<file path="src/verilog/pcs_defs.svh">
// --------------------
// pcs lane constants
// block width, marker period, transmit credits and marker bytes
// --------------------
`ifndef PCS_DEFS_SVH
`define PCS_DEFS_SVH

// 64b/66b coded block
`define PCS_BLOCK_BITS 66

// output slots per marker interval, marker included
`define PCS_AM_PERIOD 16

// transmit buffer depth, also the initial upstream credit
`define PCS_CREDITS 4

// marker bytes of this lane
`define PCS_AM_M0 8'hC1
`define PCS_AM_M1 8'h68
`define PCS_AM_M2 8'h21

// control sync header, bit 0 = 1 and bit 1 = 0
`define PCS_SYNC_CTRL 2'b10

`endif

</file>
<file path="src/verilog/pcs_block_pkg.sv">
// --------------------
// coded block types
// block, sync header, parity and marker field
// --------------------
`include "pcs_defs.svh"

package pcs_block_pkg;

   typedef logic [0:`PCS_BLOCK_BITS-1] block_t;   // bit 0 first on the wire
   typedef logic [0:1]                 sync_t;    // bits 0 and 1 of a block
   typedef logic [7:0]                 bip_t;
   typedef logic [7:0]                 am_byte_t;

   // byte k sits at bits 2+8k .. 9+8k, bit j of the byte at 2+8k+j
   function automatic am_byte_t get_byte(block_t blk, int k);
      am_byte_t value;
      for (int j = 0; j < 8; j++)
      begin
         value[j] = blk[2+8*k+j];
      end
      return value;
   endfunction

   function automatic block_t put_byte(block_t blk, int k, am_byte_t value);
      block_t result;
      result = blk;
      for (int j = 0; j < 8; j++)
      begin
         result[2+8*k+j] = value[j];
      end
      return result;
   endfunction

endpackage

</file>
<file path="src/verilog/pcs_lane_pkg.sv">
// --------------------
// lane control types
// lock states, slot position, credits and error count
// --------------------
package pcs_lane_pkg;

   // receive marker lock
   typedef enum logic [1:0]
   {
      HUNT     = 2'd0,
      VERIFY   = 2'd1,
      LOCKED   = 2'd2
   } lock_state_t;

   // position inside a marker interval, 0 is the marker
   typedef logic [3:0]  slot_count_t;

   // credit or buffer occupancy, 0 up to the buffer depth
   typedef logic [2:0]  credit_t;

   // saturating parity error count
   typedef logic [15:0] err_count_t;

endpackage

</file>
<file path="src/verilog/bip_calculator.sv">
// --------------------
// bip calculator
// running interleaved parity over coded blocks,
// restarted from all ones at each marker
// --------------------
`include "pcs_defs.svh"

module bip_calculator
   import pcs_block_pkg::*;
#(
   parameter int NB_DATA_CODED = `PCS_BLOCK_BITS
)
(
   input  logic   i_clock,
   input  logic   i_reset,
   input  block_t i_data,
   input  logic   i_enable,
   input  logic   i_valid,
   input  logic   i_start_of_lane,
   input  logic   i_am_insert,
   output bip_t   o_bip3,
   output bip_t   o_bip7
);

   localparam int NB_BYTES = (NB_DATA_CODED - 2) / 8;

   bip_t    bip;
   bip_t    bip_next;
   sync_t   sync_hdr;

   assign sync_hdr = i_data[0:1];
   assign o_bip3   = bip;
   assign o_bip7   = ~bip;

   always_comb
   begin
      // a marker block starts a fresh interval and is part of it
      bip_next = (i_am_insert || i_start_of_lane) ? '1 : bip;
      for (int k = 0; k < NB_BYTES; k++)
      begin
         bip_next = bip_next ^ get_byte(i_data, k);
      end
      bip_next[3] = bip_next[3] ^ sync_hdr[0];
      bip_next[4] = bip_next[4] ^ sync_hdr[1];
   end

   always_ff @(posedge i_clock)
   begin
      if (i_reset)
         bip <= '1;
      else if (i_enable && i_valid)
         bip <= bip_next;
   end

endmodule

</file>
<file path="src/verilog/am_inserter.sv">
// --------------------
// alignment marker inserter
// credit fed block buffer, one output slot per cycle,
// marker with bip fields at slot 0 of each interval
// --------------------
`include "pcs_defs.svh"

module am_inserter
   import pcs_block_pkg::*;
   import pcs_lane_pkg::*;
(
   input  logic   i_clock,
   input  logic   i_reset,
   input  logic   i_lane_enable,
   input  block_t i_block,
   input  logic   i_valid,
   output logic   o_credit,
   output block_t o_block,
   output logic   o_valid
);

   localparam int          PTR_W     = $clog2(`PCS_CREDITS);
   localparam slot_count_t SLOT_LAST = slot_count_t'(`PCS_AM_PERIOD - 1);

   block_t           fifo_mem [`PCS_CREDITS];
   logic [PTR_W-1:0] wr_ptr;
   logic [PTR_W-1:0] rd_ptr;
   credit_t          fill;
   logic             lane_en_q;
   logic             lane_start;
   slot_count_t      slot_q;
   slot_count_t      slot_cur;
   logic             send_am;
   logic             send_data;
   block_t           am_block;
   block_t           tx_block;
   logic             tx_valid;
   bip_t             bip3;
   bip_t             bip7;

   assign lane_start = i_lane_enable && !lane_en_q;
   assign slot_cur   = lane_start ? '0 : slot_q;     // enable edge restarts the interval
   assign send_am    = i_lane_enable && (slot_cur == '0);
   assign send_data  = i_lane_enable && (slot_cur != '0) && (fill != '0);

   always_comb
   begin
      am_block       = '0;
      am_block[0:1]  = `PCS_SYNC_CTRL;
      am_block       = put_byte(am_block, 0, `PCS_AM_M0);
      am_block       = put_byte(am_block, 1, `PCS_AM_M1);
      am_block       = put_byte(am_block, 2, `PCS_AM_M2);
      am_block       = put_byte(am_block, 3, bip3);  // parity of the interval just closed
      am_block       = put_byte(am_block, 4, ~am_byte_t'(`PCS_AM_M0));
      am_block       = put_byte(am_block, 5, ~am_byte_t'(`PCS_AM_M1));
      am_block       = put_byte(am_block, 6, ~am_byte_t'(`PCS_AM_M2));
      am_block       = put_byte(am_block, 7, bip7);
   end

   assign tx_block = send_am ? am_block : fifo_mem[rd_ptr];
   assign tx_valid = send_am || send_data;

   // buffer storage
   always_ff @(posedge i_clock)
   begin
      if (i_valid)
         fifo_mem[wr_ptr] <= i_block;
   end

   always_ff @(posedge i_clock)
   begin
      if (i_reset)
      begin
         wr_ptr    <= '0;
         rd_ptr    <= '0;
         fill      <= '0;
         lane_en_q <= 1'b0;
         slot_q    <= '0;
         o_valid   <= 1'b0;
         o_credit  <= 1'b0;
      end
      else
      begin
         lane_en_q <= i_lane_enable;
         if (i_valid)
            wr_ptr <= (wr_ptr == PTR_W'(`PCS_CREDITS - 1)) ? '0 : wr_ptr + 1'b1;
         if (send_data)
            rd_ptr <= (rd_ptr == PTR_W'(`PCS_CREDITS - 1)) ? '0 : rd_ptr + 1'b1;
         fill <= fill + credit_t'(i_valid) - credit_t'(send_data);
         if (tx_valid)
            slot_q <= (slot_cur == SLOT_LAST) ? '0 : slot_cur + 1'b1;
         else
            slot_q <= slot_cur;                       // empty buffer holds the slot
         o_valid  <= tx_valid;
         o_credit <= send_data;                       // one credit back per block read
      end
   end

   always_ff @(posedge i_clock)
   begin
      o_block <= tx_block;
   end

   bip_calculator #(
      .NB_DATA_CODED   (`PCS_BLOCK_BITS)
   ) bip_calculator_inst (
      .i_clock         (i_clock),
      .i_reset         (i_reset),
      .i_data          (tx_block),
      .i_enable        (i_lane_enable),
      .i_valid         (tx_valid),
      .i_start_of_lane (lane_start),
      .i_am_insert     (send_am),
      .o_bip3          (bip3),
      .o_bip7          (bip7)
   );

   // upstream keeps to its credits, so a full buffer sees no new block
   a_no_overflow : assert property (@(posedge i_clock) disable iff (i_reset)
      i_valid |-> (fill != credit_t'(`PCS_CREDITS)));

endmodule

</file>
<file path="src/verilog/am_checker.sv">
// --------------------
// alignment marker checker
// marker lock, bip check with error count,
// marker removal from the receive stream
// --------------------
`include "pcs_defs.svh"

module am_checker
   import pcs_block_pkg::*;
   import pcs_lane_pkg::*;
(
   input  logic       i_clock,
   input  logic       i_reset,
   input  block_t     i_block,
   input  logic       i_valid,
   output block_t     o_block,
   output logic       o_valid,
   output logic       o_locked,
   output logic       o_bip_error,
   output err_count_t o_bip_error_count
);

   localparam slot_count_t SLOT_LAST = slot_count_t'(`PCS_AM_PERIOD - 1);

   lock_state_t   state;
   slot_count_t   slot;
   logic          missed;
   logic          is_am;
   logic          at_am_slot;
   logic          start_lane;
   logic          bip_enable;
   logic          bip_mismatch;
   bip_t          bip3;
   bip_t          bip7;
   sync_t         sync_hdr;

   assign sync_hdr = i_block[0:1];

   // full marker pattern, bip bytes excluded
   assign is_am = (sync_hdr == `PCS_SYNC_CTRL)
               && (get_byte(i_block, 0) == `PCS_AM_M0)
               && (get_byte(i_block, 1) == `PCS_AM_M1)
               && (get_byte(i_block, 2) == `PCS_AM_M2)
               && (get_byte(i_block, 4) == ~am_byte_t'(`PCS_AM_M0))
               && (get_byte(i_block, 5) == ~am_byte_t'(`PCS_AM_M1))
               && (get_byte(i_block, 6) == ~am_byte_t'(`PCS_AM_M2));

   assign at_am_slot   = i_valid && (state != HUNT) && (slot == '0);  // expected marker
   assign start_lane   = i_valid && (state == HUNT) && is_am;
   assign bip_enable   = (state != HUNT) || start_lane;
   assign bip_mismatch = (get_byte(i_block, 3) != bip3) || (get_byte(i_block, 7) != bip7);
   assign o_locked     = (state == LOCKED);

   always_ff @(posedge i_clock)
   begin
      if (i_reset)
      begin
         state             <= HUNT;
         slot              <= '0;
         missed            <= 1'b0;
         o_valid           <= 1'b0;
         o_bip_error       <= 1'b0;
         o_bip_error_count <= '0;
      end
      else
      begin
         o_valid     <= i_valid && (state == LOCKED) && (slot != '0);
         o_bip_error <= 1'b0;
         if (i_valid && (state != HUNT))
            slot <= (slot == SLOT_LAST) ? '0 : slot + 1'b1;
         case (state)
            HUNT:
            begin
               missed <= 1'b0;
               if (start_lane)
               begin
                  state <= VERIFY;
                  slot  <= slot_count_t'(1);
               end
            end
            VERIFY:
            begin
               if (at_am_slot)
                  state <= is_am ? LOCKED : HUNT;
            end
            LOCKED:
            begin
               if (at_am_slot && is_am)
               begin
                  missed <= 1'b0;
                  if (bip_mismatch)
                  begin
                     o_bip_error <= 1'b1;
                     if (o_bip_error_count != '1)
                        o_bip_error_count <= o_bip_error_count + 1'b1;  // saturates
                  end
               end
               else if (at_am_slot)
               begin
                  missed <= 1'b1;
                  if (missed)
                     state <= HUNT;   // second miss in a row
               end
            end
            default:
               state <= HUNT;
         endcase
      end
   end

   always_ff @(posedge i_clock)
   begin
      o_block <= i_block;
   end

   bip_calculator #(
      .NB_DATA_CODED   (`PCS_BLOCK_BITS)
   ) bip_calculator_inst (
      .i_clock         (i_clock),
      .i_reset         (i_reset),
      .i_data          (i_block),
      .i_enable        (bip_enable),
      .i_valid         (i_valid),
      .i_start_of_lane (start_lane),
      .i_am_insert     (at_am_slot),
      .o_bip3          (bip3),
      .o_bip7          (bip7)
   );

   // data only leaves while locked, lock is left only on a marker slot
   a_valid_locked : assert property (@(posedge i_clock) disable iff (i_reset)
      $rose(o_valid) |-> o_locked);

endmodule

</file>
<file path="src/verilog/pcs_lane_endpoint.sv">
// --------------------
// pcs lane endpoint
// transmit marker insertion and receive marker check of one lane
// --------------------
`include "pcs_defs.svh"

module pcs_lane_endpoint
   import pcs_block_pkg::*;
   import pcs_lane_pkg::*;
(
   input  logic       i_clock,
   input  logic       i_reset,
   input  logic       i_lane_enable,
   // transmit
   input  block_t     i_tx_block,
   input  logic       i_tx_valid,
   output logic       o_tx_credit,
   output block_t     o_tx_block,
   output logic       o_tx_valid,
   // receive
   input  block_t     i_rx_block,
   input  logic       i_rx_valid,
   output block_t     o_rx_block,
   output logic       o_rx_valid,
   output logic       o_rx_locked,
   output logic       o_bip_error,
   output err_count_t o_bip_error_count
);

   am_inserter am_inserter_inst (
      .i_clock       (i_clock),
      .i_reset       (i_reset),
      .i_lane_enable (i_lane_enable),
      .i_block       (i_tx_block),
      .i_valid       (i_tx_valid),
      .o_credit      (o_tx_credit),
      .o_block       (o_tx_block),
      .o_valid       (o_tx_valid)
   );

   // receive side runs whenever blocks arrive, the lane enable is tx only
   am_checker am_checker_inst (
      .i_clock           (i_clock),
      .i_reset           (i_reset),
      .i_block           (i_rx_block),
      .i_valid           (i_rx_valid),
      .o_block           (o_rx_block),
      .o_valid           (o_rx_valid),
      .o_locked          (o_rx_locked),
      .o_bip_error       (o_bip_error),
      .o_bip_error_count (o_bip_error_count)
   );

endmodule

</file>
<file path="config.mk">
export PLATFORM = sky130hd
export DESIGN_NAME = pcs_lane_endpoint
export DESIGN_NICKNAME = d
export VERILOG_FILES = /design/src/verilog/pcs_block_pkg.sv /design/src/verilog/pcs_lane_pkg.sv /design/src/verilog/bip_calculator.sv /design/src/verilog/am_inserter.sv /design/src/verilog/am_checker.sv /design/src/verilog/pcs_lane_endpoint.sv
export VERILOG_INCLUDE_DIRS = /design/src /design/src/verilog
export SDC_FILE = /design/constraint.sdc
export NUM_CORES = 1
export LEC_CHECK = 0
export ABC_CLOCK_PERIOD_IN_PS = 3300
export BUFFER_PORTS_ARGS = -buffer_cell sky130_fd_sc_hd__buf_2
export CELL_PAD_IN_SITES_DETAIL_PLACEMENT = 0
export CELL_PAD_IN_SITES_GLOBAL_PLACEMENT = 1
export CORE_MARGIN = 4
export CORE_UTILIZATION = 46
export DETAILED_ROUTE_END_ITERATION = 16
export PLACE_DENSITY = 0.87
export SLEW_MARGIN = 40
export SYNTH_ARGS = -nofsm -noshare
export SYNTH_HDL_FRONTEND = slang
export SYNTH_SLANG_ARGS = --single-unit
</file>
<file path="constraint.sdc">
create_clock -name i_clock -period 3.3 [get_ports i_clock]
set_input_delay 0.495 -clock i_clock [delete_from_list [all_inputs] [get_ports i_clock]]
set_output_delay 0.495 -clock i_clock [all_outputs]
set_load 0.1 [all_outputs]
</file>
==> reports/results.tsv, run 1 <==
metric	value	unit
outcome	finished clean	
die width	199	um
routed wl met2	19200	um
CP required	3.75	ns
Final GP Congestion	0.810	
register area	11700	um^2
Post-route DRC	0	
metal3 WL	2910	um
fin util	57.4	%
Max Freq	0.393	GHz
Worst R2R Setup Slack	0.75	ns
CTS tree	done	
async set or reset register ratio after synthesis	0	%
crit path kind	reg -> reg	
final setup margin	0.753	ns
Num CTS Buffers	45	
Tmin final	2.55	ns
CP Data Arrival Time	2.99	ns
most frequent cells in the layout	288 x buf_2, 264 x edfxtp_1, 187 x dfxtp_1	
clk slew on worst S/H paths	0.07	ns
slowest CP cell	dfxtp_4	
I/O pin count	290	
first-pass GRT wire length	57300	um
Post-DRT Antenna Nets	0	
Overall Global Routing Usage	19.0	%
post-synthesis sequential area ratio	70.0	%
crit share post-route	77.2	%
Syn Area/Cell	15.8	um^2
VDD IR-drop max	0.505	mV
max cap viols	0	
IO Port Bufs	289	
Max clock buf depth	3	
H-tree level count	2	
Leak Pwr	7.55	nW
mapped cell area	16700	um^2
vias per cell	5.14	
clk_lat worst skew	0.57	ns
CTS Sinks	453	
clock tree root buffer cell	clkbuf_16	
Final Setup Violations	0	
area grow syn2layout	22.6	%
Worst Hold Class	in -> reg	
Max FO, Critical Path	25	
Syn Inst Count	1062	
starting density of the core	46.8	%
number of iterations in the first detailed-routing pass	5	
Distinct cells, synth	53	
initial antenna violation count	9	
Post-CTS Setup Bufs	0	
dominant synthesized flop cell	edfxtp_1	
pre-CTS setup slack	0.350	ns
RSZ-0062 raised after global routing	false	
crit path capture	am_inserter_inst.bip_calculator_inst.o_bip3[4]	
chip height	199	um
Fill cells	2814	
max_slew headroom	54.3	%
Hold-fix buffers, CTS	0	
warning count from the yosys run	0	
Post-CTS Resized	0	
wire length on met1	15100	um
vias in the first global route	9969	
die area	39500	um^2
final hold vios	0	
wire length per cell	20.2	um
layout cells sized above 1	34.6	%
FF-to-FF path depth	8	
Total Wirelength	38000	um
core area	35700	um^2
Power Density	709	nW/um^2
EDFF count, synth	264	
multi-input logic area	4830	um^2
reg2reg end	am_inserter_inst.bip_calculator_inst.o_bip3[4]	
largest net degree at the start of global routing	67	
DP Wirelength	25400	um
grt total ovfl	0	
CP cell instances	buf_12 -> mux4_2 -> xor2_1 -> xnor2_1 -> xnor2_1 -> a21oi_1 -> o22ai_1 -> nand2_1	
initial drt markers	439	
nets@finish	1528	
Slew @ Worst Pin	0.681	ns
slowest stage delay, CP	0.57	ns
Synth Register Bits	453	
commonest non-fill, non-tap cell in the layout	buf_2	
total negative slack	0	ns
crit end category	register	
top sig layer	met5	
CP startpoint kind	register	
Pwr Total	14.6	mW
Post-Syn Nets	1212	
vias after detailed routing	9656	
crit-path most repeated cell	xnor2_1	
clock skew	0.0185	ns
max-slew violation count	0	
cell row count	69	
==> Yosys cell counts, drive strengths merged, types with 3 or more instances <==
cell type / instances / area (um^2)
nor4bb: 4 / 40.0
o22ai: 19 / 119
nor2: 37 / 139
mux2: 9 / 101
xor2: 8 / 70.1
and3b: 8 / 70.1
nand2b: 16 / 100
or2: 27 / 169
nor4b: 3 / 26.3
clkbuf: 27 / 101
o21ai: 22 / 114
mux2i: 3 / 30.0
nand4b: 3 / 26.3
nor3b: 11 / 82.6
dfxtp: 189 / 3780
buf: 9 / 50.0
a21oi: 38 / 190
and2: 31 / 194
nor4: 5 / 46.3
or3: 7 / 43.8
nor2b: 5 / 31.3
xnor2: 119 / 1040
mux4: 66 / 1490
nand4: 8 / 50.1
nor3: 10 / 50.1
nand2: 59 / 221
ha: 12 / 150
edfxtp: 264 / 7930
nand3: 8 / 40.0
inv: 17 / 63.8
==> layer usage <==
layer | GRT usage, % | vias to the layer above
li1 | - | 4547
met1 | 23.4 | 4704
met2 | 33.5 | 330
met3 | 5.17 | 63
met4 | 5.14 | 12
met5 | 0 | -
==> flip-flops by register name, indices dropped and copies added (netlist names), 2 cells and up, named ones only <==
signal	flops
am_inserter_inst.wr_ptr	2
am_inserter_inst.rd_ptr	2
am_inserter_inst.bip_calculator_inst.o_bip3	8
am_checker_inst.slot	4
am_inserter_inst.fill	3
am_checker_inst.o_block	66
am_inserter_inst.slot_q	4
am_checker_inst.state	2
am_inserter_inst.fifo_mem	264
am_checker_inst.o_bip_error_count	16
am_checker_inst.bip_calculator_inst.o_bip3	8
am_inserter_inst.o_block	66
==> final cells by class <==
cell class                 instances  area share, %
tap                              461           2.81
multi-input combinational        555           23.5
timing repair buffer             305           8.19
clock buffer                      53           5.78
antenna                            3         0.0366
clock inverter                    31           2.24
sequential                       453           57.1
inverter                          18          0.329
==> worst min-delay path by stage <==
stage               cells after the start                                      startpoint                      endpoint
floorplan                               2  am_inserter_inst.bip_calculator_inst.o_bip3[3]  am_inserter_inst.o_block[36]
global placement                        2                      am_inserter_inst.rd_ptr[1]                      register
detailed placement                      2                      am_inserter_inst.rd_ptr[1]                      register
CTS                                     1                                  i_rx_block[61]   am_checker_inst.o_block[61]
global route                            1                                  i_rx_block[61]   am_checker_inst.o_block[61]
finish                                  1                                  i_rx_block[61]   am_checker_inst.o_block[61]
==> power by group <==
| part | internal [mW] | leakage (nW) | switching, mW |
|---|---|---|---|
| Combinational | 0.702 | 2.75 | 1.86 |
| Sequential | 6.29 | 4.00 | 0.101 |
| Clock | 3.45 | 0.794 | 2.15 |
==> logic make-up after synthesis <==
kind of cell	synth area share (%)
buffers and inverters	1.31
adders and majority gates	1.02
DFF	70.0
xor gates and xnor gates	6.78
muxes	9.67
and+or+nand+nor	8.33
AOI/OAI and AO/OA	2.93
==> worst max-delay path: cells and delay by family, from the launching register on <==
kind                   cells  cell delay [ns]
multiplexers               1             0.57
XOR/XNOR                   3             0.69
AND/OR/NAND/NOR            1             0.07
flip-flops                 1             0.57
AO/OA/AOI/OAI              2             0.23
buffers and inverters      1             0.28
==> per-stage QoR <==
step,instances,hold slack (ns),instance area [um^2]
after floorplan,1062,0.441,16700
after detailed placement,1792,0.472,18900
after CTS,1876,0.0390,20500
final,1879,0.0736,20500
after global routing,1877,0.0452,20500
after global placement,1792,0.453,18900
(Power assumes the default switching activity.)
==> run 2, diff against run 1 <==
ABC_AREA = 1   (was not set)
ABC_CLOCK_PERIOD_IN_PS = 2150   (was 3300)
CORE_UTILIZATION = 39   (was 46)
PLACE_DENSITY = 0.83   (was 0.87)
clock period = 2.15 ns   (was 3.3 ns; I/O delays follow)
==> reports/results.tsv, run 2 <==
metric	value	unit	change
Yosys top cell by area	edfxtp_1		unchanged
max cap viols	0		unchanged
largest net degree at the start of global routing	67		unchanged
mapped cell area	19000	um^2	was 16700 um^2
Worst Hold Class	in -> reg		unchanged
vias in the first global route	15783		was 9969
crit-path most repeated cell	inv_2		was xnor2_1
Pwr Total	27.2	mW	was 14.6 mW
crit end category	register		unchanged
most numerous cell in the Yosys netlist	nand2_1		was edfxtp_1
nets@finish	2719		was 1528
Top delay family on crit path	adder cells		was XOR/XNOR gates
warning count from the yosys run	0		unchanged
I/O pin count	290		unchanged
VDD IR-drop max	0.996	mV	was 0.505 mV
Max Freq	0.422	GHz	was 0.393 GHz
top cells by count, synth	565 x nand2_1, 264 x edfxtp_1, 224 x inv_1		was 264 x edfxtp_1, 189 x dfxtp_1, 119 x xnor2_1
post-synthesis sequential area ratio	61.7	%	was 70.0%
Slew @ Worst Pin	0.554	ns	was 0.681 ns
Synth Area in Simple Gates	22.4	%	was 8.33%
outcome	complete, but fails checks		was finished clean
commonest non-fill, non-tap cell in the layout	nand2_1		was buf_2
Max clock buf depth	3		unchanged
Final Setup Violations	11		was 0
Final GP Congestion	0.877		was 0.810
Post-route DRC	0		unchanged
core area	47900	um^2	was 35700 um^2
starting density of the core	39.6	%	was 46.8%
Overall Global Routing Usage	20.9	%	was 19.0%
Comb power frac	31.9	%	was 17.6%
Syn Area/Cell	9.36	um^2	was 15.8 um^2
clock tree root buffer cell	clkbuf_16		unchanged
CP cell instances	inv_2 -> nand2_8 -> inv_6 -> nor2_4 -> inv_2 -> ha_4 -> nand2_2 -> nand2_2 -> nor2_2 -> ha_1 -> inv_1 -> ha_2 -> inv_2 -> fa_2 -> xor2_2 -> o21ai_1 -> a21oi_1		was buf_12 -> mux4_2 -> xor2_1 -> xnor2_1 -> xnor2_1 -> a21oi_1 -> o22ai_1 -> nand2_1
complex-gate fraction of the synthesized area	4.89	%	was 2.93%
Reg with most FFs	am_inserter_inst.fifo_mem		unchanged
max reg flops	264		unchanged
CP required	2.62	ns	was 3.75 ns
Leak Pwr	11.6	nW	was 7.55 nW
share of total power in the clock network	30.9	%	was 38.5%
Power Density	1040	nW/um^2	was 709 nW/um^2
H-tree level count	2		unchanged
CTS Sinks	453		unchanged
slowest CP cell	fa_2		was dfxtp_4
async set or reset register ratio after synthesis	0	%	unchanged
RSZ-0062 raised after global routing	true		was false
Top Registers	am_inserter_inst.fifo_mem: 264 flops, am_checker_inst.o_block: 66 flops, am_inserter_inst.o_block: 66 flops		unchanged
Distinct cells, synth	44		was 53
area grow syn2layout	37.5	%	was 22.6%
EDFF count, synth	264		unchanged
Sw Ratio	36.6	%	was 28.2%
die area	52300	um^2	was 39500 um^2
failing checks	negative setup slack		
final setup margin	-0.217	ns	was 0.753 ns
Reg power frac	37.2	%	was 43.9%
Num CTS Buffers	48		was 45
Syn Inst Count	2028		was 1062
Synth Area in Adders	0.896	%	was 1.02%
number of iterations in the first detailed-routing pass	5		unchanged
CP Data Arrival Time	2.84	ns	was 2.99 ns
chip height	229	um	was 199 um
initial drt markers	1017		was 439
slowest stage delay, CP	0.38	ns	was 0.57 ns
Max FO, Critical Path	3		was 25
Post-DRT Antenna Nets	0		unchanged
die width	229	um	was 199 um
Tmin final	2.37	ns	was 2.55 ns
P_int	17.3	mW	was 10.4 mW
grt total ovfl	0		unchanged
dpl cell area	21800	um^2	was 18900 um^2
initial antenna violation count	8		was 9
dominant synthesized flop cell	edfxtp_1		unchanged
Final Instance Area	26100	um^2	was 20500 um^2
XOR/XNOR Fraction of Synth Area	3.32	%	was 6.78%
wire length per cell	17.7	um	was 20.2 um
largest family of logic cells by synthesized area	simple AND/OR/NAND/NOR gates		was multiplexers
vias per cell	4.91		was 5.14
first-pass GRT wire length	87100	um	was 57300 um
post-synthesis mux area share	0	%	was 9.67%
IO Port Bufs	289		unchanged
cell row count	80		was 69
top cell type's share of synthesized area	41.7	%	was 47.4%
WP buf/inv	5		was 1
most frequent cells in the layout	483 x nand2_1, 289 x buf_2, 264 x edfxtp_1		was 288 x buf_2, 264 x edfxtp_1, 187 x dfxtp_1
crit share post-route	110	%	was 77.2%
sw power	9.98	mW	was 4.11 mW
clk_lat worst skew	0.60	ns	was 0.57 ns
CTS tree	done		unchanged
CP startpoint kind	register		unchanged
vias after detailed routing	15857		was 9656
fin util	54.5	%	was 57.4%
Post-Syn Nets	2178		was 1212
max_slew headroom	63.1	%	was 54.3%
clock skew	0.0190	ns	was 0.0185 ns
DP Wirelength	36500	um	was 25400 um
clk slew on worst S/H paths	0.06	ns	was 0.07 ns
crit path kind	reg -> reg		unchanged
Total Wirelength	57000	um	was 38000 um
layout cells sized above 1	26.8	%	was 34.6%
Synth Register Bits	453		unchanged
max-slew violation count	0		unchanged
Area contributors post-synth	edfxtp_1 42%, dfxtp_1 20%, nand2_1 11%		was edfxtp_1 47%, dfxtp_1 23%, mux4_2 8.9%
final hold vios	0		unchanged
## run 2: changes by cell type after synthesis, moves of 14 or more
| cell | previous run | this run |
|---|---|---|
| xor2_1 | 8 | 39 |
| xnor2_1 | 119 | 33 |
| nand4_1 | 8 | 41 |
| a21oi_1 | 38 | 24 |
| o21ai_0 | 19 | 106 |
| nand2_1 | 59 | 565 |
| inv_1 | 17 | 224 |
| and2_1 | 30 | 1 |
| buf_2 | 7 | 35 |
| or2_2 | 27 | 5 |
| mux4_2 | 66 | 0 |
| nand3_1 | 8 | 149 |
| nor2_1 | 37 | 210 |
| nand2b_1 | 16 | 0 |
## run 2: layout make-up
| cell class | instances | area, um^2 |
|---|---|---|
| sequential | 453 | 11700 |
| multi-input combinational | 1271 | 6600 |
| clock buffer | 72 | 1400 |
| antenna | 4 | 10.0 |
| inverter | 235 | 930 |
| fill | 4060 | 21800 |
| clock inverter | 18 | 244 |
| timing repair buffer | 560 | 4430 |
| tap | 615 | 769 |
## run 2: logic make-up (layout without fill, tap and decap cells)
group                      count (synthesis)  count (layout)
other                                      0               4
DFF                                      453             453
adders and majority gates                 13              13
buffers and inverters                    304             885
xor gates and xnor gates                  72              72
AOI/OAI and AO/OA                        169             169
and+or+nand+nor                         1017            1017
## run 2: worst paths after layout
check | from | end | slack [ns] | cells past startpoint
setup reg to reg | am_inserter_inst.lane_en_q | am_inserter_inst.fill[2] | -0.22 | 17
hold reg to reg | am_checker_inst.o_bip_error_count[0] | am_checker_inst.o_bip_error_count[0] | 0.47 | 1
hold / removal | i_rx_block[6] | am_checker_inst.o_block[6] | 0.03 | 2
setup / recovery | am_inserter_inst.lane_en_q | am_inserter_inst.fill[2] | -0.22 | 17
## run 2: layer usage
metal,vias up,part of all wire [%],global-route usage (%),wire length [um]
met5,-,0.095,0,54
met4,8,3.3,6.91,1890
met3,128,6.1,4.42,3460
met2,491,50,37.8,28700
met1,7535,40,24.8,22900
li1,7695,-,-,-
## run 2: power by group through the flow
stage	logic, mW	registers, mW	clock network [mW]
finish	8.69	10.1	8.42
global route	9.29	10.2	8.98
CTS	8.28	10.1	8.61
detailed placement	7.39	10.3	0
global placement	7.28	10.3	0
floorplan	2.77	13.0	0
## run 2: repair_timing
action                                 4_1_cts  5_1_grt
hold buffers                               131        0
setup buffers                               22       16
cloned                                      11        4
gates resized for setup                     99      116
endpoints found under the hold margin      329        0
pin swaps                                   47       64
setup endpoints to repair                   10       40
## run 2: metrics by stage
stage / hold WS (ns) / worst slack (ns) / instances / TNS (ns)
final: 0.0276 / -0.217 / 3228 / -1.01
after global routing: 0.0206 / -0.367 / 3226 / -2.59
after CTS: 0.000153 / -0.167 / 3209 / -0.812
after detailed placement: 0.462 / -0.319 / 2956 / -2.55
after global placement: 0.458 / -0.268 / 2956 / -1.54
after floorplan: 0.350 / -0.254 / 2028 / -0.414
